**src/mem_pkg.sv**
```systemverilog
// shared definitions for the unaligned load/store unit
// size encodings, memory sizing and the structs passed between blocks
// imported by every module of the unit and by the testbench
package mem_pkg;

   // ctrl[1:0] is the access size, ctrl[2] marks an unsigned load
   localparam logic [1:0] SZ_BYTE = 2'd0;
   localparam logic [1:0] SZ_HALF = 2'd1;
   localparam logic [1:0] SZ_WORD = 2'd2;

   // behavioural word memory
   localparam int MEM_WORDS   = 1024;
   localparam int MEM_ADDR_W  = 10;   // word index width
   localparam int MEM_LATENCY = 3;    // busy cycles per word access
   localparam int LAT_CNT_W   = $clog2(MEM_LATENCY + 1);

   // one request from the core
   typedef struct packed {
      logic [31:0] addr;   // byte address
      logic [31:0] wdata;
      logic [2:0]  ctrl;
   } mem_req_t;

   // decoded access, one or two masked word accesses
   typedef struct packed {
      logic        two;      // crosses into the next word
      logic [3:0]  mask0;
      logic [3:0]  mask1;
      logic [31:0] wdata0;   // lanes of the first word
      logic [31:0] wdata1;   // spill-over lanes
      logic [1:0]  offset;
      logic [2:0]  ctrl;
   } access_plan_t;

   // sequencer to memory
   typedef struct packed {
      logic                  rd;
      logic                  wr;
      logic [MEM_ADDR_W-1:0] idx;
      logic [3:0]            mask;
      logic [31:0]           wdata;
   } mem_port_t;

   // captured read words for the result block
   typedef struct packed {
      logic [31:0] hi;
      logic [31:0] lo;
      logic [1:0]  offset;
      logic [2:0]  ctrl;
   } load_words_t;

endpackage

```
**src/access_sequencer.sv**
```systemverilog
// execute block of the load/store unit
// accepts a request while idle, then runs one or two word accesses
// against the memory busy handshake and captures read words
// o_busy is the local stall or'd with memory busy
`timescale 1ns/10ps

module access_sequencer (
   input  logic                  clk,
   input  logic                  rst_x,
   input  logic                  i_rd_en,
   input  logic                  i_wr_en,
   input  mem_pkg::access_plan_t i_plan,
   input  logic [29:0]           i_word_addr,
   input  logic                  i_mem_busy,
   input  logic [31:0]           i_mem_rdata,
   output mem_pkg::mem_port_t    o_mem,
   output mem_pkg::load_words_t  o_words,
   output logic                  o_busy
);
   import mem_pkg::*;

   typedef enum logic [2:0] {
      S_IDLE,
      S_ISSUE,    // strobe held until memory goes busy
      S_WAIT,     // wait for memory busy to fall
      S_NEXT,     // set up the second word
      S_FINISH
   } seq_state_t;

   seq_state_t            r_state;
   logic                  r_stall;
   logic                  r_rd;       // read strobe
   logic                  r_wr;       // write strobe
   logic                  r_rd_op;    // access in flight is a load
   logic                  r_second;   // second word in flight
   logic                  r_two;
   logic [MEM_ADDR_W-1:0] r_idx;
   logic [3:0]            r_mask;
   logic [31:0]           r_wdata;
   logic [3:0]            r_mask1;
   logic [31:0]           r_wdata1;
   load_words_t           r_words;
   logic                  accept;
   logic                  word_done;

   assign accept    = (r_state == S_IDLE) && (i_rd_en || i_wr_en) && !i_mem_busy;
   assign word_done = (r_state == S_WAIT) && !i_mem_busy;
   assign o_busy    = r_stall | i_mem_busy;

   always_comb begin
      o_mem.rd    = r_rd;
      o_mem.wr    = r_wr;
      o_mem.idx   = r_idx;
      o_mem.mask  = r_mask;
      o_mem.wdata = r_wdata;
   end

   assign o_words = r_words;

   // FSM and strobes
   always_ff @(posedge clk) begin
      if (!rst_x) begin
         r_state  <= S_IDLE;
         r_stall  <= 1'b0;
         r_rd     <= 1'b0;
         r_wr     <= 1'b0;
         r_rd_op  <= 1'b0;
         r_second <= 1'b0;
      end else begin
         case (r_state)
            S_IDLE: begin
               if (accept) begin
                  r_stall  <= 1'b1;
                  r_rd_op  <= i_rd_en;   // read has priority
                  r_rd     <= i_rd_en;
                  r_wr     <= ~i_rd_en;
                  r_second <= 1'b0;
                  r_state  <= S_ISSUE;
               end
            end
            S_ISSUE: begin
               if (i_mem_busy) begin
                  r_rd    <= 1'b0;
                  r_wr    <= 1'b0;
                  r_state <= S_WAIT;
               end
            end
            S_WAIT: begin
               if (!i_mem_busy) begin
                  if (r_two && !r_second)
                     r_state <= S_NEXT;
                  else
                     r_state <= S_FINISH;
               end
            end
            S_NEXT: begin
               r_second <= 1'b1;
               r_rd     <= r_rd_op;
               r_wr     <= ~r_rd_op;
               r_state  <= S_ISSUE;
            end
            S_FINISH: begin
               r_stall <= 1'b0;
               r_state <= S_IDLE;
            end
            default: r_state <= S_IDLE;
         endcase
      end
   end

   // address, lanes and read words
   always_ff @(posedge clk) begin
      if (accept) begin
         r_idx    <= i_word_addr[MEM_ADDR_W-1:0];
         r_mask   <= i_plan.mask0;
         r_wdata  <= i_plan.wdata0;
         r_two    <= i_plan.two;
         r_mask1  <= i_plan.mask1;
         r_wdata1 <= i_plan.wdata1;
         if (i_rd_en) begin   // result holds until the next load
            r_words.offset <= i_plan.offset;
            r_words.ctrl   <= i_plan.ctrl;
         end
      end
      if (r_state == S_NEXT) begin
         r_idx   <= r_idx + 1'b1;   // next aligned word
         r_mask  <= r_mask1;
         r_wdata <= r_wdata1;
      end
      if (word_done && r_rd_op) begin
         if (r_second)
            r_words.hi <= i_mem_rdata;
         else
            r_words.lo <= i_mem_rdata;
      end
   end

endmodule

```
**config.mk**
```make
export PLATFORM = sky130hd
export DESIGN_NAME = access_sequencer
export DESIGN_NICKNAME = d
export VERILOG_FILES = /design/src/mem_pkg.sv /design/src/access_sequencer.sv
export SDC_FILE = /design/constraint.sdc
export NUM_CORES = 1
export LEC_CHECK = 0
export BUFFER_PORTS_ARGS = -buffer_cell sky130_fd_sc_hd__buf_2
export CAP_MARGIN = 20
export CORE_MARGIN = 3
export CORE_UTILIZATION = 46
export CTS_CLUSTER_DIAMETER = 80
export CTS_CLUSTER_SIZE = 28
export DETAILED_ROUTE_END_ITERATION = 10
export HOLD_SLACK_MARGIN = 0.08
export PLACE_DENSITY = 0.85
export SLEW_MARGIN = 40
export SYNTH_ARGS = -nofsm -noshare
export SYNTH_HDL_FRONTEND = slang
export SYNTH_SLANG_ARGS = --single-unit
```
**constraint.sdc**
```tcl
create_clock -name clk -period 3.45 [get_ports clk]
set_clock_uncertainty 0.05 [all_clocks]
set_input_delay 0.1725 -clock clk [delete_from_list [all_inputs] [get_ports clk]]
set_output_delay 0.1725 -clock clk [all_outputs]
set_load 0.01 [all_outputs]
```
==> flow_metrics.py <==
metrics = {
    "status": {
        "status": "completed",
    },
    "route": {
        "postRouteAntennaNets": 0,
        "via_count": 4084,
        "wirelength_um": 15800,
        "first_iter_violations": 375,
        "drc": 0,
        "dr.pass1.iters": 5,
        "vias_per_cell": 4.81,
        "wl_per_cell_um": 18.6,
    },
    "layout": {
        "diodes": 0,
        "areaGrowthSynthToFinish_pct": 57.1,
        "nNetsFinal": 819,
        "final_cells": 849,
        "final_core_util": 0.758,
        "drive_above_1_share": 0.467,
    },
    "clock_network": {
        "postCtsSetupBuffers": 0,
        "path_clk_slew_ns": 0.06,
        "clock-sinks": 160,
        "clk_path_buf_depth": 2,
        "cts-root-buf": "clkbuf_16",
        "cts_resized": 0,
        "htree_num_levels": 4,
        "cts_buffers": 17,
        "clock_latency_ns": 0.41,
        "tritoncts": "yes",
    },
    "global_routing": {
        "grt_pass1_vias": 4303,
        "antenna_found_initial": 0,
        "grt_max_degree": 40,
        "gr-total-overflow": 0,
        "grt_pass1_wl_um": 23300,
        "track_usage": 0.232,
    },
    "placement": {
        "hpwl_um": 9080,
        "routabilityCongestion": 0.838,
        "dp_cells": 696,
        "portBuffers": 242,
    },
    "logic_synthesis": {
        "synth_cell_type_count": 28,
        "netlist_area_mm2": 0.00568,
        "avgSynthCellArea_um2": 19.3,
        "synth.net_count": 441,
        "synth.ff_latch_count": 160,
        "synth_warnings": 0,
        "syn_inst": 295,
        "ys_seq_area_frac": 0.832,
    },
    "power_and_ir_drop": {
        "p_per_area_mw_per_mm2": 512,
        "vdd_drop_max_mv": 0.403,
        "power_leakage_nw": 3.61,
        "finalPower_mw": 4.56,
    },
    "sta": {
        "tns_ns": 0,
        "slew_violations": 0,
        "fmax_mhz": 435,
        "rsz0062_at_grt": "no",
        "final.period_utilization": 0.666,
        "tightestPinTransition_ns": 0.504,
        "setup_violations": 0,
        "hold_viol_final": 0,
        "relSlewSlack": 0.663,
        "layout_min_cycle_time_ns": 2.30,
    },
    "worst_hold_path": {
        "hp-class": "input port to flop",
    },
    "floorplanning": {
        "core_mm2": 0.0118,
        "die_w_um": 117,
        "ios": 263,
        "die_h_um": 117,
        "fp.dieArea_mm2": 0.0137,
        "row_count": 39,
        "start_util": 0.483,
    },
    "setup_path": {
        "cp_max_fo": 28,
        "cp-start-kind": "flop",
        "worstPathArrival_ns": 2.36,
        "crit_required_ns": 3.51,
        "endpoint_kind": "flop",
        "r2r_slack_ns": 1.15,
        "worstSetupPathType": "flop to flop",
    },
    "flow_run": {
        "maxCapViolations": 0,
    },
}
[layout make-up]
cell class	count	area [um2]
Clock buffer	20	437
Clock inverter	11	165
Fill cell	676	2840
Inverter	7	26.3
Multi-Input combinational cell	118	880
Sequential cell	160	4720
Tap cell	164	205
Timing Repair Buffer	369	2480
[synth_stat cells (all sizes together)]
cell type | instances | area share
a211oi | 1 | 0.0022
a21oi | 5 | 0.0044
buf | 8 | 0.0090
clkbuf | 2 | 0.0013
dfxtp | 8 | 0.028
edfxtp | 152 | 0.80
ha | 1 | 0.0022
inv | 7 | 0.0046
mux2 | 37 | 0.073
mux2i | 1 | 0.0018
nand2 | 18 | 0.012
nand2b | 1 | 0.0011
nand3 | 6 | 0.0053
nor2 | 13 | 0.0086
nor2b | 3 | 0.0033
nor3 | 3 | 0.0026
nor4 | 1 | 0.0011
o21ai | 14 | 0.012
o21bai | 1 | 0.0013
o22ai | 1 | 0.0035
or2 | 2 | 0.0026
or3 | 1 | 0.0011
or4 | 1 | 0.0020
xnor2 | 6 | 0.0093
xor2 | 2 | 0.0031
[through the flow]
step,area (um2),hold slack (ns),setup WS [ns]
6_report,8920,0.183,1.15
3_3_place_gp,7100,0.300,1.19
5_1_grt,8920,0.214,1.04
2_1_floorplan,5680,0.221,0.796
3_5_place_dp,7100,0.301,1.14
4_1_cts,8920,0.169,1.13
[critical path, stage by stage (launching register included)]
cell     delay (ns)
dfxtp_1        0.42
or4_4          0.56
or2_4          0.28
nand2_2        0.39
buf_12         0.26
[timing repair]
item                                    in CTS  in global routing
endpoints found under the setup margin       0                  0
endpoints found under the hold margin      160                  0
hold buffers                               122                  0
[report_power, final]
group / internal (mW) / switching (mW)
Sequential: 2.22 / 0.0335
Clock: 1.20 / 0.717
Combinational: 0.215 / 0.173
[state kept, by name, summed over array words and instances (netlist names)]
name and count:
r_rd 1, r_mask 4, r_wdata1 32, r_mask1 4
r_wr 1, r_rd_op 1, r_second 1, r_wdata 32
r_stall 1, r_state 3, r_idx 10, r_two 1
o_words 69
[cell families after synthesis]
logic type | Yosys count | share of synthesized area
XOR/XNOR | 8 | 0.0123
multiplexers | 38 | 0.0751
adder cells (fa/ha/maj) | 1 | 0.00220
flip-flops | 160 | 0.832
buffers and inverters | 17 | 0.0150
AO/OA/AOI/OAI | 22 | 0.0238
AND/OR/NAND/NOR | 49 | 0.0397
[path summary, 6_finish.rpt]
kind	start	end	depth (start not counted)
worst max-delay path	r_state[0]$_SDFFE_PN0P_	r_idx[4]$_DFFE_PP_	4
worst min-delay path	i_wr_en	r_state[0]$_SDFFE_PN0P_	5
worst max register to register	r_state[0]$_SDFFE_PN0P_	r_idx[4]$_DFFE_PP_	4
worst min register to register	r_stall$_SDFFE_PN0P_	r_stall$_SDFFE_PN0P_	2
[layout by cell type (no fill, tap or decap), types with 5 or more instances in the layout]
cell | Yosys | final
a21oi_1 | 5 | 5
buf_2 | 5 | 242
clkbuf_16 | 0 | 17
dfxtp_1 | 8 | 8
dlygate4sd3_1 | 0 | 122
edfxtp_1 | 152 | 152
inv_1 | 7 | 7
mux2_2 | 37 | 37
nand2_1 | 18 | 16
nand3_1 | 6 | 6
nor2_1 | 13 | 11
o21ai_0 | 14 | 14
xnor2_1 | 6 | 6
[metal layers]
metal	vias up	global-route usage	share of wire
li1	1877	-	-
met3	38	0.0776	0.088
met2	240	0.411	0.52
met1	1929	0.259	0.36
met5	-	0	0
met4	0	0.0933	0.026
(Power assumes the default switching activity.)
