`src/mem_pkg.sv`:
```
// shared definitions for the unaligned load/store unit
// size encodings, memory sizing and the structs passed between blocks
// imported by every module of the unit and by the testbench
package mem_pkg;

   // ctrl[1:0] is the access size, ctrl[2] marks an unsigned load
   localparam logic [1:0] SZ_BYTE = 2'd0;
   localparam logic [1:0] SZ_HALF = 2'd1;
   localparam logic [1:0] SZ_WORD = 2'd2;

   // behavioural word memory
   localparam int MEM_WORDS   = 1024;
   localparam int MEM_ADDR_W  = 10;   // word index width
   localparam int MEM_LATENCY = 3;    // busy cycles per word access
   localparam int LAT_CNT_W   = $clog2(MEM_LATENCY + 1);

   // one request from the core
   typedef struct packed {
      logic [31:0] addr;   // byte address
      logic [31:0] wdata;
      logic [2:0]  ctrl;
   } mem_req_t;

   // decoded access, one or two masked word accesses
   typedef struct packed {
      logic        two;      // crosses into the next word
      logic [3:0]  mask0;
      logic [3:0]  mask1;
      logic [31:0] wdata0;   // lanes of the first word
      logic [31:0] wdata1;   // spill-over lanes
      logic [1:0]  offset;
      logic [2:0]  ctrl;
   } access_plan_t;

   // sequencer to memory
   typedef struct packed {
      logic                  rd;
      logic                  wr;
      logic [MEM_ADDR_W-1:0] idx;
      logic [3:0]            mask;
      logic [31:0]           wdata;
   } mem_port_t;

   // captured read words for the result block
   typedef struct packed {
      logic [31:0] hi;
      logic [31:0] lo;
      logic [1:0]  offset;
      logic [2:0]  ctrl;
   } load_words_t;

endpackage

```
`src/load_align.sv`:
```
// result block for loads
// shifts the captured word pair down by the byte offset and
// extends byte or halfword results, zero when ctrl[2] is set
`timescale 1ns/10ps

module load_align (
   input  mem_pkg::load_words_t i_words,
   output logic [31:0]          o_data
);
   import mem_pkg::*;

   logic [63:0] pair_sh;
   logic [31:0] val;
   logic        uns;

   assign pair_sh = {i_words.hi, i_words.lo} >> {i_words.offset, 3'b000};
   assign val     = pair_sh[31:0];
   assign uns     = i_words.ctrl[2];

   always_comb begin
      case (i_words.ctrl[1:0])
         SZ_BYTE: begin
            if (uns)
               o_data = {24'h0, val[7:0]};
            else
               o_data = {{24{val[7]}}, val[7:0]};
         end
         SZ_HALF: begin
            if (uns)
               o_data = {16'h0, val[15:0]};
            else
               o_data = {{16{val[15]}}, val[15:0]};
         end
         default: o_data = val;   // word, nothing to extend
      endcase
   end

endmodule

```
`config.mk`:
```
export PLATFORM = sky130hd
export DESIGN_NAME = load_align
export DESIGN_NICKNAME = d
export VERILOG_FILES = /design/src/mem_pkg.sv /design/src/load_align.sv
export SDC_FILE = /design/constraint.sdc
export NUM_CORES = 1
export LEC_CHECK = 0
export BUFFER_PORTS_ARGS = -buffer_cell sky130_fd_sc_hd__buf_2
export CAP_MARGIN = 15
export CELL_PAD_IN_SITES_DETAIL_PLACEMENT = 0
export CELL_PAD_IN_SITES_GLOBAL_PLACEMENT = 1
export CORE_ASPECT_RATIO = 1.25
export CORE_MARGIN = 2
export CORE_UTILIZATION = 29
export DETAILED_ROUTE_END_ITERATION = 7
export PLACE_DENSITY = 0.91
export RECOVER_POWER = 50
export SLEW_MARGIN = 20
export SYNTH_ARGS = -nofsm -noshare
export SYNTH_HDL_FRONTEND = slang
export SYNTH_SLANG_ARGS = --single-unit
```
`constraint.sdc`:
```
create_clock -name vclk -period 1.7
set_input_delay 0.085 -clock vclk [all_inputs]
set_output_delay 0.085 -clock vclk [all_outputs]
set_load 0.02 [all_outputs]
```
==> results of run 1 <==
## cell type report
cell class	instances	area [µm²]
Fill cell	382	2100
Multi-Input combinational cell	86	1020
Timing Repair Buffer	101	551
Tap cell	40	50.0
## tightest hold or removal path, stage by stage
cell    delay [ns]
buf_2         0.07
mux4_2        0.21
buf_2         0.15
## placed cells by master, fill, tap and decap left out
cell type / netlist / layout
mux4_1: 1 / 1
or2_2: 1 / 1
clkbuf_1: 4 / 10
buf_2: 5 / 83
o21ai_0: 14 / 14
nor3_1: 1 / 1
buf_4: 3 / 5
o21ai_1: 9 / 9
o21ai_2: 1 / 1
buf_12: 0 / 3
mux2i_4: 1 / 1
nand2_1: 25 / 25
mux4_2: 33 / 33
## logic make-up (layout without fill, tap and decap cells)
| group | after synthesis | in the layout | share of synthesized area, % |
|---|---|---|---|
| buffers and inverters | 15 | 101 | 8.00 |
| multiplexers | 35 | 35 | 71.4 |
| AND/OR/NAND/NOR | 27 | 27 | 9.47 |
| AO/OA/AOI/OAI | 24 | 24 | 11.2 |
## stage by stage
step	std cells	total power [mW]	hold slack, ns	util [%]	instance area (µm²)
global route	227	0.643	0.618	43.6	1620
detailed placement	227	0.604	0.603	43.9	1630
CTS	227	0.605	0.603	43.9	1630
global placement	227	0.595	0.600	43.9	1630
finish	227	0.594	0.612	43.6	1620
floorplan	101	0.385	0.452	-	1110
## power by group through the flow
stage	Combinational [mW]	Sequential [mW]	Clock, mW
after floorplan	0.385	0	0
after global placement	0.595	0	0
after detailed placement	0.604	0	0
after CTS	0.605	0	0
after global routing	0.643	0	0
final	0.594	0	0
## per-layer routing
layer | global-route usage, % | vias up
met5 | 0 | -
met4 | 1.26 | 0
met3 | 1.42 | 2
met2 | 29.8 | 57
met1 | 23.1 | 627
li1 | - | 595
## path summary, 6_finish.rpt
kind,start,endpoint,slack (ns),depth (start not counted)
max,i_words[0],o_data[16],0.07,6
min,i_words[11],o_data[6],0.61,3
==> impl_metrics.toml, run 1 <==
[timing]
setup_viol = 0
fin_crit_sh_pct = 95.9
finalSetupTns_ns = 0
min_period_ns = 1.63
grt_setup_unrepaired = "false"
hold_viol = 0
max_freq_mhz = 613
slew_violations = 0
worst_pin_slew_ns = 0.302
fin_ws_ns = 0.0694
max_slew_margin_pct = 79.8

[min_path]
min_path_type = "in -> out"

[worst_setup_path]
cpMostUsedCell = "buf_2"
worstPathRequired_ns = 1.62
cp.arrival_ns = 1.55
path_class = "in -> out"
slowest_delay_ns = 0.62
critPathLaunchType = "input port"
crit_buf_inv = 3
path_cells = "buf_2 > mux4_1 > mux2i_4 > buf_4 > o21ai_0 > buf_2"
cp-end-kind = "primary output"
critPathSlowestCell = "mux4_1"
path_max_fanout = 11
cp_top_family = "multiplexers"

[finish]
clock_buffers = 0
diodes = 0
drive_gt1_share_pct = 67.9
regArea_um2 = 0
seq_cells = 0
nets = 258
synthToLayoutAreaGrowth_pct = 46.1

[placed_design]
io_buffers = 93
gp_congestion = 0.851
dp.final_hpwl_um = 3080
place_ws_ns = 0.0562

[cts]
cts_resized = 0
postCtsSetupBuffers = 0
cts_hold_buf = 0

[drt]
drtPass1Iterations = 4
top_layer = "met4"
vias_per_cell = 5.64
wl_met1_um = 1500
met3_length_um = 226
vias = 1281
drtIter0Drc = 60
wl_per_cell_um = 16.6
routed_wl_um = 3770
met2_length_um = 2030
antenna_left = 0
drc = 0

[synth]
synth_top_area_share_pct = 67.0
syn_avg_cell_area_um2 = 11.0
synth_cell_types = 14
yosys_warnings = 0
synth_top_cell_by_area = "mux4_2"
synth_area_um2 = 1110
yosysSeqAreaShare_pct = 0
yosysMostFrequentCell = "mux4_2"
synth_fp_nets = 170
synthTopCellsByCount = "mux4_2 (33), nand2_1 (25), o21ai_0 (14)"
syn_inst = 101
ys_top_cells_by_area = "mux4_2 (67%), nand2_1 (8.5%), o21ai_0 (6.3%)"

[pwr]
power.leakage_nw = 0.735
pwr-share-seq_pct = 0
intPower_mw = 0.280
irDropWorstVdd_mv = 0.124
p_comb_share_pct = 100.0
p_per_area_nw_per_um2 = 366
clock_power_share_pct = 0
switchingPower_mw = 0.314
swShare_pct = 52.9

[status]
status = "finished clean"

[job]
maxCapViolCount = 0

[floorplanning]
fp.coreArea_um2 = 3720
io_pins = 101
dieArea_um2 = 4340
die_w_um = 59.3
die_h_um = 73.2
start_util_pct = 29.8
rows = 25

[grt]
grt_pass1_wl_um = 5780
antenna_found_initial = 0
grt.total_usage_pct = 16.8
grt_pass1_vias = 1191
grt_max_degree = 26
grt_overflow = 0
Power figures use the tool's default switching activity.
==> inputs of run 2 (changes only) <==
- ABC_AREA: not set -> 1
- CORE_UTILIZATION: 29 -> 24
- PLACE_DENSITY: 0.91 -> 0.89
==> run 2 against run 1 <==
  * First-iteration DRC count rose to 2.7 times the previous value
  * Largest power group unchanged
  * Setup slack better by 0.15 ns
  * Sequential cell count unchanged
  * Via count up 44%
  * Sequential share of layout area unchanged
  * Highest routed layer unchanged
  * Cell area down 1.4%
==> impl_metrics.toml, run 2 <==
[timing]
fin_crit_sh_pct = 86.9
hold_slack_ns = 0.555
grt_setup_unrepaired = "false"
finalSetupTns_ns = 0
max_freq_mhz = 677
max_slew_margin_pct = 65.4
slew_violations = 0
min_period_ns = 1.48
hold_viol = 0
fin_ws_ns = 0.222
setup_viol = 0
worst_pin_slew_ns = 0.519

[grt]
antenna_found_initial = 0
grt_overflow = 0
grt_pass1_vias = 1606
grt_max_degree = 56
grt_pass1_wl_um = 7100
grt.total_usage_pct = 15.9

[worst_setup_path]
worstPathRequired_ns = 1.62
path_max_fanout = 26
path_class = "in -> out"
slowest_delay_ns = 0.49
critPathSlowestCell = "clkbuf_2"
path_cells = "buf_2 > clkbuf_2 > a21oi_1 > a22oi_1 > clkbuf_1"
crit_path_start = "i_words[4]"
cp.arrival_ns = 1.39
critPathLaunchType = "input port"
cp-end-kind = "primary output"
crit_path_end = "o_data[2]"

[synth]
synth_cell_types = 18
syn_inst = 240
yosysSeqAreaShare_pct = 0
yosysMostFrequentCell = "nand2_1"
ys_top_cells_by_area = "nand3_1 (37%), nand2_1 (32%), buf_6 (5.0%)"
syn_avg_cell_area_um2 = 4.74
synth_top_cell_by_area = "nand3_1"
yosys_warnings = 0
synth_fp_nets = 309
synth_area_um2 = 1140
synth_top_area_share_pct = 36.5
synthTopCellsByCount = "nand2_1 (97), nand3_1 (83), buf_2 (10), inv_1 (10)"

[finish]
clock_buffers = 0
final_area_um2 = 1600
regArea_um2 = 0
nets = 391
final_common_cell = "nand2_1"
diodes = 0
seq_cells = 0
drive_gt1_share_pct = 29.4
utilization_pct = 34.3
synthToLayoutAreaGrowth_pct = 40.6
final_cell_mix = "nand2_1 (97), nand3_1 (83), buf_2 (82), clkbuf_1 (11), inv_1 (10)"

[floorplanning]
die_h_um = 81.0
die_w_um = 65.6
rows = 28
fp.coreArea_um2 = 4660
start_util_pct = 24.4
io_pins = 101
dieArea_um2 = 5310

[drt]
antenna_left = 0
drtIter0Drc = 164
wl_per_cell_um = 11.9
routed_wl_um = 4540
drtPass1Iterations = 4
vias_per_cell = 4.87
drc = 0
vias = 1851

[cts]
postCtsSetupBuffers = 0
cts_hold_buf = 0
cts_resized = 0

[pwr]
power.leakage_nw = 0.946
switchingPower_mw = 0.348
p_comb_share_pct = 100.0
p_per_area_nw_per_um2 = 345
irDropWorstVdd_mv = 0.150
intPower_mw = 0.204
swShare_pct = 63.1
pwr-share-seq_pct = 0
clock_power_share_pct = 0

[job]
maxCapViolCount = 0

[placed_design]
place_ws_ns = 0.263
dp.final_hpwl_um = 3360
post_dp_cell_area_um2 = 1620
gp_congestion = 0.790
io_buffers = 93

[min_path]
min_path_type = "in -> out"

[status]
status = "finished clean"
-- run 2: worst max-delay path, delay by kind of cell --
family | cells | cell delay [ns]
buffers and inverters | 3 | 0.99
AO/OA/AOI/OAI | 2 | 0.29
-- run 2: cells by family after synthesis --
group	count (synthesis)	share of synthesized area, %
AO/OA/AOI/OAI	21	10.8
buffers and inverters	33	16.2
AND/OR/NAND/NOR	186	73.0
-- run 2: worst min-delay path by stage --
stage | to | cells past startpoint | slack (ns) | start
5_1_grt | o_data[6] | 4 | 0.57 | i_words[11]
4_1_cts | o_data[1] | 4 | 0.55 | i_words[6]
2_1_floorplan | o_data[0] | 2 | 0.37 | i_words[5]
3_3_place_gp | o_data[6] | 4 | 0.55 | i_words[11]
3_5_place_dp | o_data[1] | 4 | 0.55 | i_words[6]
6_report | o_data[6] | 4 | 0.56 | i_words[11]
-- run 2: cell type report --
cell class	count	area [µm²]
fill	550	3060
multi-input combinational	207	953
timing repair buffer	102	529
tap	60	75.1
inverter	11	41.3
-- run 2: per-stage QoR --
stage	instances	total power [mW]
after floorplan	240	0.357
after global placement	380	0.557
after detailed placement	380	0.559
after CTS	380	0.562
after global routing	380	0.612
final	380	0.552
-- run 2: power by group through the flow --
stage	clock (mW)	combinational, mW	sequential, mW
6_report	0	0.552	0
5_1_grt	0	0.612	0
4_1_cts	0	0.562	0
3_5_place_dp	0	0.559	0
3_3_place_gp	0	0.557	0
2_1_floorplan	0	0.357	0
-- run 2: routing by layer --
metal / GRT usage, % / routed length, µm / vias to the layer above
met5: 0 / 0 / -
met4: 1.25 / 16 / 0
met3: 1.52 / 372 / 2
met2: 26.5 / 2070 / 87
met1: 23.1 / 2080 / 794
li1: - / - / 968
