## src/mem_pkg.sv

```systemverilog
// shared definitions for the unaligned load/store unit
// size encodings, memory sizing and the structs passed between blocks
// imported by every module of the unit and by the testbench
package mem_pkg;

   // ctrl[1:0] is the access size, ctrl[2] marks an unsigned load
   localparam logic [1:0] SZ_BYTE = 2'd0;
   localparam logic [1:0] SZ_HALF = 2'd1;
   localparam logic [1:0] SZ_WORD = 2'd2;

   // behavioural word memory
   localparam int MEM_WORDS   = 1024;
   localparam int MEM_ADDR_W  = 10;   // word index width
   localparam int MEM_LATENCY = 3;    // busy cycles per word access
   localparam int LAT_CNT_W   = $clog2(MEM_LATENCY + 1);

   // one request from the core
   typedef struct packed {
      logic [31:0] addr;   // byte address
      logic [31:0] wdata;
      logic [2:0]  ctrl;
   } mem_req_t;

   // decoded access, one or two masked word accesses
   typedef struct packed {
      logic        two;      // crosses into the next word
      logic [3:0]  mask0;
      logic [3:0]  mask1;
      logic [31:0] wdata0;   // lanes of the first word
      logic [31:0] wdata1;   // spill-over lanes
      logic [1:0]  offset;
      logic [2:0]  ctrl;
   } access_plan_t;

   // sequencer to memory
   typedef struct packed {
      logic                  rd;
      logic                  wr;
      logic [MEM_ADDR_W-1:0] idx;
      logic [3:0]            mask;
      logic [31:0]           wdata;
   } mem_port_t;

   // captured read words for the result block
   typedef struct packed {
      logic [31:0] hi;
      logic [31:0] lo;
      logic [1:0]  offset;
      logic [2:0]  ctrl;
   } load_words_t;

endpackage

```

## src/access_decode.sv

```systemverilog
// decode of one core access into masked word accesses
// works out the byte lanes touched in the first and the next word
// and places store data on those lanes, purely combinational
`timescale 1ns/10ps

module access_decode (
   input  mem_pkg::mem_req_t     i_req,
   output mem_pkg::access_plan_t o_plan
);
   import mem_pkg::*;

   logic [1:0]  offset;
   logic [1:0]  size;
   logic [3:0]  base_mask;   // lanes as if aligned
   logic [31:0] base_data;
   logic [7:0]  lane_mask;   // low nibble first word, high nibble next word
   logic [63:0] lane_data;

   assign offset = i_req.addr[1:0];
   assign size   = i_req.ctrl[1:0];

   // size to aligned mask and trimmed data
   always_comb begin
      case (size)
         SZ_BYTE: begin
            base_mask = 4'b0001;
            base_data = {24'h0, i_req.wdata[7:0]};
         end
         SZ_HALF: begin
            base_mask = 4'b0011;
            base_data = {16'h0, i_req.wdata[15:0]};
         end
         default: begin  // word
            base_mask = 4'b1111;
            base_data = i_req.wdata;
         end
      endcase
   end

   // move mask and data up by the byte offset
   // anything pushed past byte 3 lands in the next word
   assign lane_mask = {4'b0000, base_mask} << offset;
   assign lane_data = {32'h0, base_data} << {offset, 3'b000};

   always_comb begin
      o_plan.two    = |lane_mask[7:4];
      o_plan.mask0  = lane_mask[3:0];
      o_plan.mask1  = lane_mask[7:4];
      o_plan.wdata0 = lane_data[31:0];
      o_plan.wdata1 = lane_data[63:32];   // spill-over shifted down
      o_plan.offset = offset;
      o_plan.ctrl   = i_req.ctrl;
   end

endmodule

```

## config.mk

```make
export PLATFORM = sky130hd
export DESIGN_NAME = access_decode
export DESIGN_NICKNAME = d
export VERILOG_FILES = /design/src/mem_pkg.sv /design/src/access_decode.sv
export SDC_FILE = /design/constraint.sdc
export NUM_CORES = 1
export LEC_CHECK = 0
export ABC_AREA = 1
export BUFFER_PORTS_ARGS = -buffer_cell sky130_fd_sc_hd__buf_4
export CAP_MARGIN = 40
export CELL_PAD_IN_SITES_DETAIL_PLACEMENT = 0
export CELL_PAD_IN_SITES_GLOBAL_PLACEMENT = 2
export CORE_ASPECT_RATIO = 0.6
export CORE_MARGIN = 1.5
export CORE_UTILIZATION = 12
export DETAILED_ROUTE_END_ITERATION = 12
export PLACE_DENSITY_LB_ADDON = 0.1
export SLEW_MARGIN = 20
export SYNTH_ARGS = -nofsm -noshare
export SYNTH_HDL_FRONTEND = slang
export SYNTH_SLANG_ARGS = --single-unit
```

## constraint.sdc

```tcl
create_clock -name vclk -period 0.8
set_input_delay 0 -clock vclk [all_inputs]
set_output_delay 0 -clock vclk [all_outputs]
set_load 0.005 [all_outputs]
```

==> results.md, run 1 <==
* IO Port Bufs at 104
* Die ar. at 9810 um^2
* Fin nets at 423
* Row count at 26
* Sequential power share at 0
* Fin util at 0.269
* Max VDD drop at 218 uV
* Via density at 4.00
* Fin crit period at 0.781 ns
* GPL Wtd Cong at 0.725
* Synth Instances at 243
* Sequential-to-total area share from yosys stat at 0
* Status: finished, final reports clean
* Mapped Area at 1100 um^2
* Final setup vio count at 0
* Unrepaired setup endpoints after global routing: true
* Share of cells above drive strength 1 at 0.469
* Sequential cell count at 0
* Initial Util at 0.127
* Grt ovf at 0
* GR Util All Layers at 0.114
* DRC at 0
* Crit path DAT at 0.78 ns
* Die Wd at 127 um
* Internal power at 697 uW
* Max Slew Vio Count at 0
* Leak pwr at 0.00133 uW
* Clock power share at 0
* Max cap viols at 0
* DRT Pass-1 Iters at 4
* Seq. cell area at 0 um^2
* Post-route ant nets at 0
* Largest fanout on the critical path at 10
* Avg Cell Area, Syn at 4.55 um^2
* Vias after detailed routing at 1,865
* Worst Setup Start Kind: input pin
* Switch share at 0.476
* Crit Path Class: input pin to output port
* Pwr dens at 567 nW/um^2
* Power share of the combinational group at 1.000
* Iter 0 DRT Violations at 61
* Chip height at 77.3 um
* # diodes at 0
* # IOs at 145
* Count of cell types in the netlist at 18
* Core region area at 8720 um^2
* Worst hold slack at 0.0000452 ns
* # clk buffers at 0
* Final Hold Vio Count at 0
* First-pass GRT wire length at 9220 um
* Max Fclk at 1.28 GHz
* Vias in the first global route at 1,854
* Switching pwr at 633 uW
* Synth Warn # at 0
* Wirelength per Cell at 13.2 um
* Largest net degree at the start of global routing at 31
* DP Wirelength at 4850 um
* Final period util at 0.977
* Area delta synth->final at 112%
* Final wirelength at 6150 um
* Worst Hold Depth at 0
* Initial antenna violation count at 0
* Worst path required time at 0.80 ns
* Crit. End Element: output port
* HP Class: input pin to output port
[layout make-up]
| cell class | instances | area (um^2) |
|---|---|---|
| fill | 1016 | 6370 |
| inverter | 15 | 73.8 |
| multi-input combinational | 205 | 988 |
| tap | 112 | 140 |
| timing repair buffer | 134 | 1140 |
[final timing paths]
check             startpoint    endpoint  slack, ns
hold / removal      i_req[2]   o_plan[2]    0.00005
setup / recovery    i_req[0]  o_plan[67]       0.02
[kinds of logic (layout without fill, tap and decap cells)]
| kind of cell | Yosys count | count (layout) | share of synthesized area |
|---|---|---|---|
| AND/OR/NAND/NOR | 175 | 175 | 0.663 |
| buffers and inverters | 46 | 149 | 0.234 |
| AO/OA/AOI/OAI | 21 | 21 | 0.0997 |
| other | 1 | 9 | 0.00339 |
[layer usage]
layer  up-vias  track usage  wire length [um]
met5         -            0                 0
met1       834        0.162              3040
li1        968            -                 -
met4         0            0                 0
met3         0       0.0174               429
met2        63        0.193              2690
[cell usage after synthesis]
cell / instances / area share
a21oi_1: 3 / 0.014
and2_1: 8 / 0.045
buf_1: 1 / 0.0034
buf_2: 9 / 0.041
buf_4: 18 / 0.12
buf_6: 1 / 0.010
clkbuf_1: 2 / 0.0068
conb_1: 1 / 0.0034
inv_1: 12 / 0.041
inv_2: 3 / 0.010
nand2_1: 97 / 0.33
nand2_2: 1 / 0.0057
nand3_1: 40 / 0.18
nor2_1: 28 / 0.095
nor2_2: 1 / 0.0057
o21ai_0: 2 / 0.0091
o21ai_1: 14 / 0.063
o21bai_1: 2 / 0.014
[worst max-delay path: stages]
cell     delay [ns]
buf_4          0.17
o21ai_1        0.21
nand2_1        0.11
nand3_1        0.09
nand2_1        0.06
buf_4          0.13
[placed cells by master (no fill, tap or decap)]
master     count
buf_4        121
nand2_1       89
nor2_1        27
clkbuf_16      2
nand2_4        1
o21ai_1        7
a21oi_1        2
o21bai_4       1
nor2_4         2
conb_1         9
nand2_2        8
and2_4         1
inv_1         11
o21ai_2        9
buf_6          5
and2_1         7
nand3_1       36
buf_12         5
buf_16         1
inv_4          2
a21oi_2        1
o21bai_2       1
inv_8          1
nand3_2        4
inv_6          1
[power by group through the flow]
| stage | clock network (uW) | logic, uW | registers [uW] |
|---|---|---|---|
| global placement | 0 | 1210 | 0 |
| detailed placement | 0 | 1200 | 0 |
| finish | 0 | 1330 | 0 |
| floorplan | 0 | 537 | 0 |
| global route | 0 | 1470 | 0 |
| CTS | 0 | 1240 | 0 |
[metrics by stage]
step / power, uW / setup slack (ns) / instance area (um^2) / std cells / TNS, ns
final: 1330 / 0.0187 / 2340 / 466 / 0
after global routing: 1470 / -0.0268 / 2340 / 466 / -0.0993
after CTS: 1240 / 0.00284 / 2160 / 463 / 0
after detailed placement: 1200 / -0.123 / 2110 / 463 / -4.41
after global placement: 1210 / -0.124 / 2110 / 463 / -4.04
after floorplan: 537 / 0.193 / 1130 / 251 / 0
[repair_timing]
action / CTS / global route
hold buffers: 0 / 0
buffers inserted: 0 / 1
gates resized for setup: 17 / 34
gates cloned: 0 / 2
setup endpoints to repair: 59 / 52
pin swaps: 0 / 7
(Power assumes the default switching activity.)
==> inputs of run 2 (changes only) <==
--- a/config.mk
+++ b/config.mk
@@ -8,13 +8,13 @@
 export ABC_AREA = 1
 export BUFFER_PORTS_ARGS = -buffer_cell sky130_fd_sc_hd__buf_4
 export CAP_MARGIN = 40
-export CELL_PAD_IN_SITES_DETAIL_PLACEMENT = 0
-export CELL_PAD_IN_SITES_GLOBAL_PLACEMENT = 2
+export CELL_PAD_IN_SITES_DETAIL_PLACEMENT = 1
+export CELL_PAD_IN_SITES_GLOBAL_PLACEMENT = 1
 export CORE_ASPECT_RATIO = 0.6
 export CORE_MARGIN = 1.5
-export CORE_UTILIZATION = 12
+export CORE_UTILIZATION = 18
 export DETAILED_ROUTE_END_ITERATION = 12
-export PLACE_DENSITY_LB_ADDON = 0.1
+export PLACE_DENSITY_LB_ADDON = 0.3
 export SLEW_MARGIN = 20
 export SYNTH_ARGS = -nofsm -noshare
 export SYNTH_HDL_FRONTEND = slang
==> run 2 against run 1 <==
Total power fell by 6.6%. Highest routed layer is now met4. Sequential share of layout area did not move. Global-route usage rose by 5.0 points. Via count rose by 0.86%. Critical path depth did not move. Final area fell by 8.1%.
==> results.md, run 2 (synthesis results as in run 1) <==
* Initial antenna violation count at 0 (unchanged)
* Grt ovf at 0 (unchanged)
* HP Class: input pin to output port (unchanged)
* Crit Path Class: input pin to output port (unchanged)
* Post-route ant nets at 0 (unchanged)
* Iter 0 DRT Violations at 48 (was 61)
* DRC at 0 (unchanged)
* Row count at 21 (was 26)
* First-pass GRT wire length at 9060 um (was 9220 um)
* Worst hold slack at 0.00000983 ns (was 0.0000452 ns)
* Most used cell, CP: buf_12
* Unrepaired setup endpoints after global routing: true (unchanged)
* Final Hold Vio Count at 0 (unchanged)
* Wirelength per Cell at 13.4 um (was 13.2 um)
* DRT Pass-1 Iters at 4 (unchanged)
* Final setup vio count at 0 (unchanged)
* Fillers at 789 (was 1,016)
* Via density at 4.46 (was 4.00)
* Placed instance area at 1980 um^2 (was 2110 um^2)
* Die ar. at 6630 um^2 (was 9810 um^2)
* # diodes at 0 (unchanged)
* Core region area at 5750 um^2 (was 8720 um^2)
* Seq. cell area at 0 um^2 (unchanged)
* Crit path DAT at 0.77 ns (was 0.78 ns)
* Clock power share at 0 (about the same)
* Power share of the combinational group at 1.000 (about the same)
* Sequential cell count at 0 (unchanged)
* DP Wirelength at 4630 um (was 4850 um)
* Worst Setup Start Kind: input pin (unchanged)
* Max VDD drop at 203 uV (was 218 uV)
* Crit. End Element: output port (unchanged)
* Hold path start: i_req[2] (unchanged)
* Largest fanout on the critical path at 9 (was 10)
* Initial Util at 0.192 (was 0.127)
* Worst path required time at 0.80 ns (about the same)
* Setup bufs post-CTS at 0 (unchanged)
* GR Util All Layers at 0.164 (was 0.114)
* Vias after detailed routing at 1,881 (was 1,865)
* Setup_tns at 0 ns (unchanged)
* GPL Wtd Cong at 0.795 (was 0.725)
* # IOs at 145 (unchanged)
* Most frequent cells in the layout: buf_4 (110), nand2_1 (93), nand3_1 (38) (was buf_4 (121), nand2_1 (89), nand3_1 (36))
* Final period util at 0.968 (was 0.977)
* Fin nets at 411 (was 423)
* Area delta synth->final at 95.1% (was 112%)
* Vias in the first global route at 1,887 (was 1,854)
* Setup crit start: i_req[35] (was i_req[0])
* Sequential power share at 0 (about the same)
* Fin crit period at 0.774 ns (was 0.781 ns)
* Commonest non-fill, non-tap cell in the layout: buf_4 (unchanged)
* Internal power at 635 uW (was 697 uW)
* Design area at 2160 um^2 (was 2340 um^2)
* Leak pwr at 0.00125 uW (was 0.00133 uW)
* Status: finished, final reports clean (unchanged)
* Die Wd at 104 um (was 127 um)
* # clk buffers at 0 (unchanged)
* Share of cells above drive strength 1 at 0.430 (was 0.469)
* Max Slew Vio Count at 0 (unchanged)
* Final Power at 1240 uW (was 1330 uW)
* Cell family with most CP delay: buffers and inverters (unchanged)
* Fin util at 0.375 (was 0.269)
* CP max-delay cell: buf_12 (was o21ai_1)
* Max cap viols at 0 (unchanged)
* Chip height at 63.7 um (was 77.3 um)
* Switch share at 0.489 (was 0.476)
* Pwr dens at 576 nW/um^2 (was 567 nW/um^2)
* Crit path buffers/inverters at 4 (was 2)
* Switching pwr at 607 uW (was 633 uW)
* IO Port Bufs at 104 (unchanged)
* Max Fclk at 1.29 GHz (was 1.28 GHz)
* CP Cell Sequence: buf_6 > buf_12 > nor2_4 > buf_12 > o21bai_1 > buf_4 (was buf_4 > o21ai_1 > nand2_1 > nand3_1 > nand2_1 > buf_4)
* Crit path to: o_plan[75] (was o_plan[67])
* Slowest stage delay, CP at 0.14 ns (was 0.21 ns)
* Crit path depth at 6 (unchanged)
* Area of the multi-input gates at 968 um^2 (was 988 um^2)
* Final wirelength at 5660 um (was 6150 um)
* Largest net degree at the start of global routing at 30 (was 31)
[run 2: stage by stage]
step                      setup slack [ns]  cells
after global routing               -0.0256    422
final                               0.0260    422
after floorplan                      0.193    251
after detailed placement            -0.193    421
after global placement              -0.163    421
after CTS                         -0.00703    421
[run 2: power by group through the flow]
stage | registers [uW] | clock network [uW] | logic, uW
floorplan | 0 | 0 | 537
global placement | 0 | 0 | 1120
detailed placement | 0 | 0 | 1140
CTS | 0 | 0 | 1180
global route | 0 | 0 | 1370
finish | 0 | 0 | 1240
[run 2: worst min path at each step]
stage                            end  slack [ns]  depth (start not counted)
after floorplan           o_plan[73]        0.04                          1
after global placement     o_plan[2]     0.00003                          0
after detailed placement   o_plan[2]     0.00003                          0
after CTS                  o_plan[2]     0.00003                          0
after global routing       o_plan[2]     0.00004                          0
final                      o_plan[2]     0.00001                          0
[run 2: area by class of cell]
class | instances | area share
Timing Repair Buffer | 122 | 0.470
Multi-Input combinational cell | 205 | 0.449
Tap cell | 80 | 0.0464
Inverter | 15 | 0.0342
[run 2: timing repair]
| item | in CTS | in global routing |
|---|---|---|
| resized for setup | 19 | 25 |
| gates cloned | 0 | 1 |
| endpoints found under the setup margin | 60 | 54 |
| pin swaps | 1 | 4 |
| hold buffers | 0 | 0 |
[run 2: metal layers]
layer  vias up  global-route usage  part of all wire  wire length, um
met5         -                   0                 0                0
met4         0              0.0104            0.0037               21
met3         2              0.0414             0.083              472
met2        73               0.279              0.45             2530
met1       862               0.219              0.47             2630
li1        944                   -                 -                -
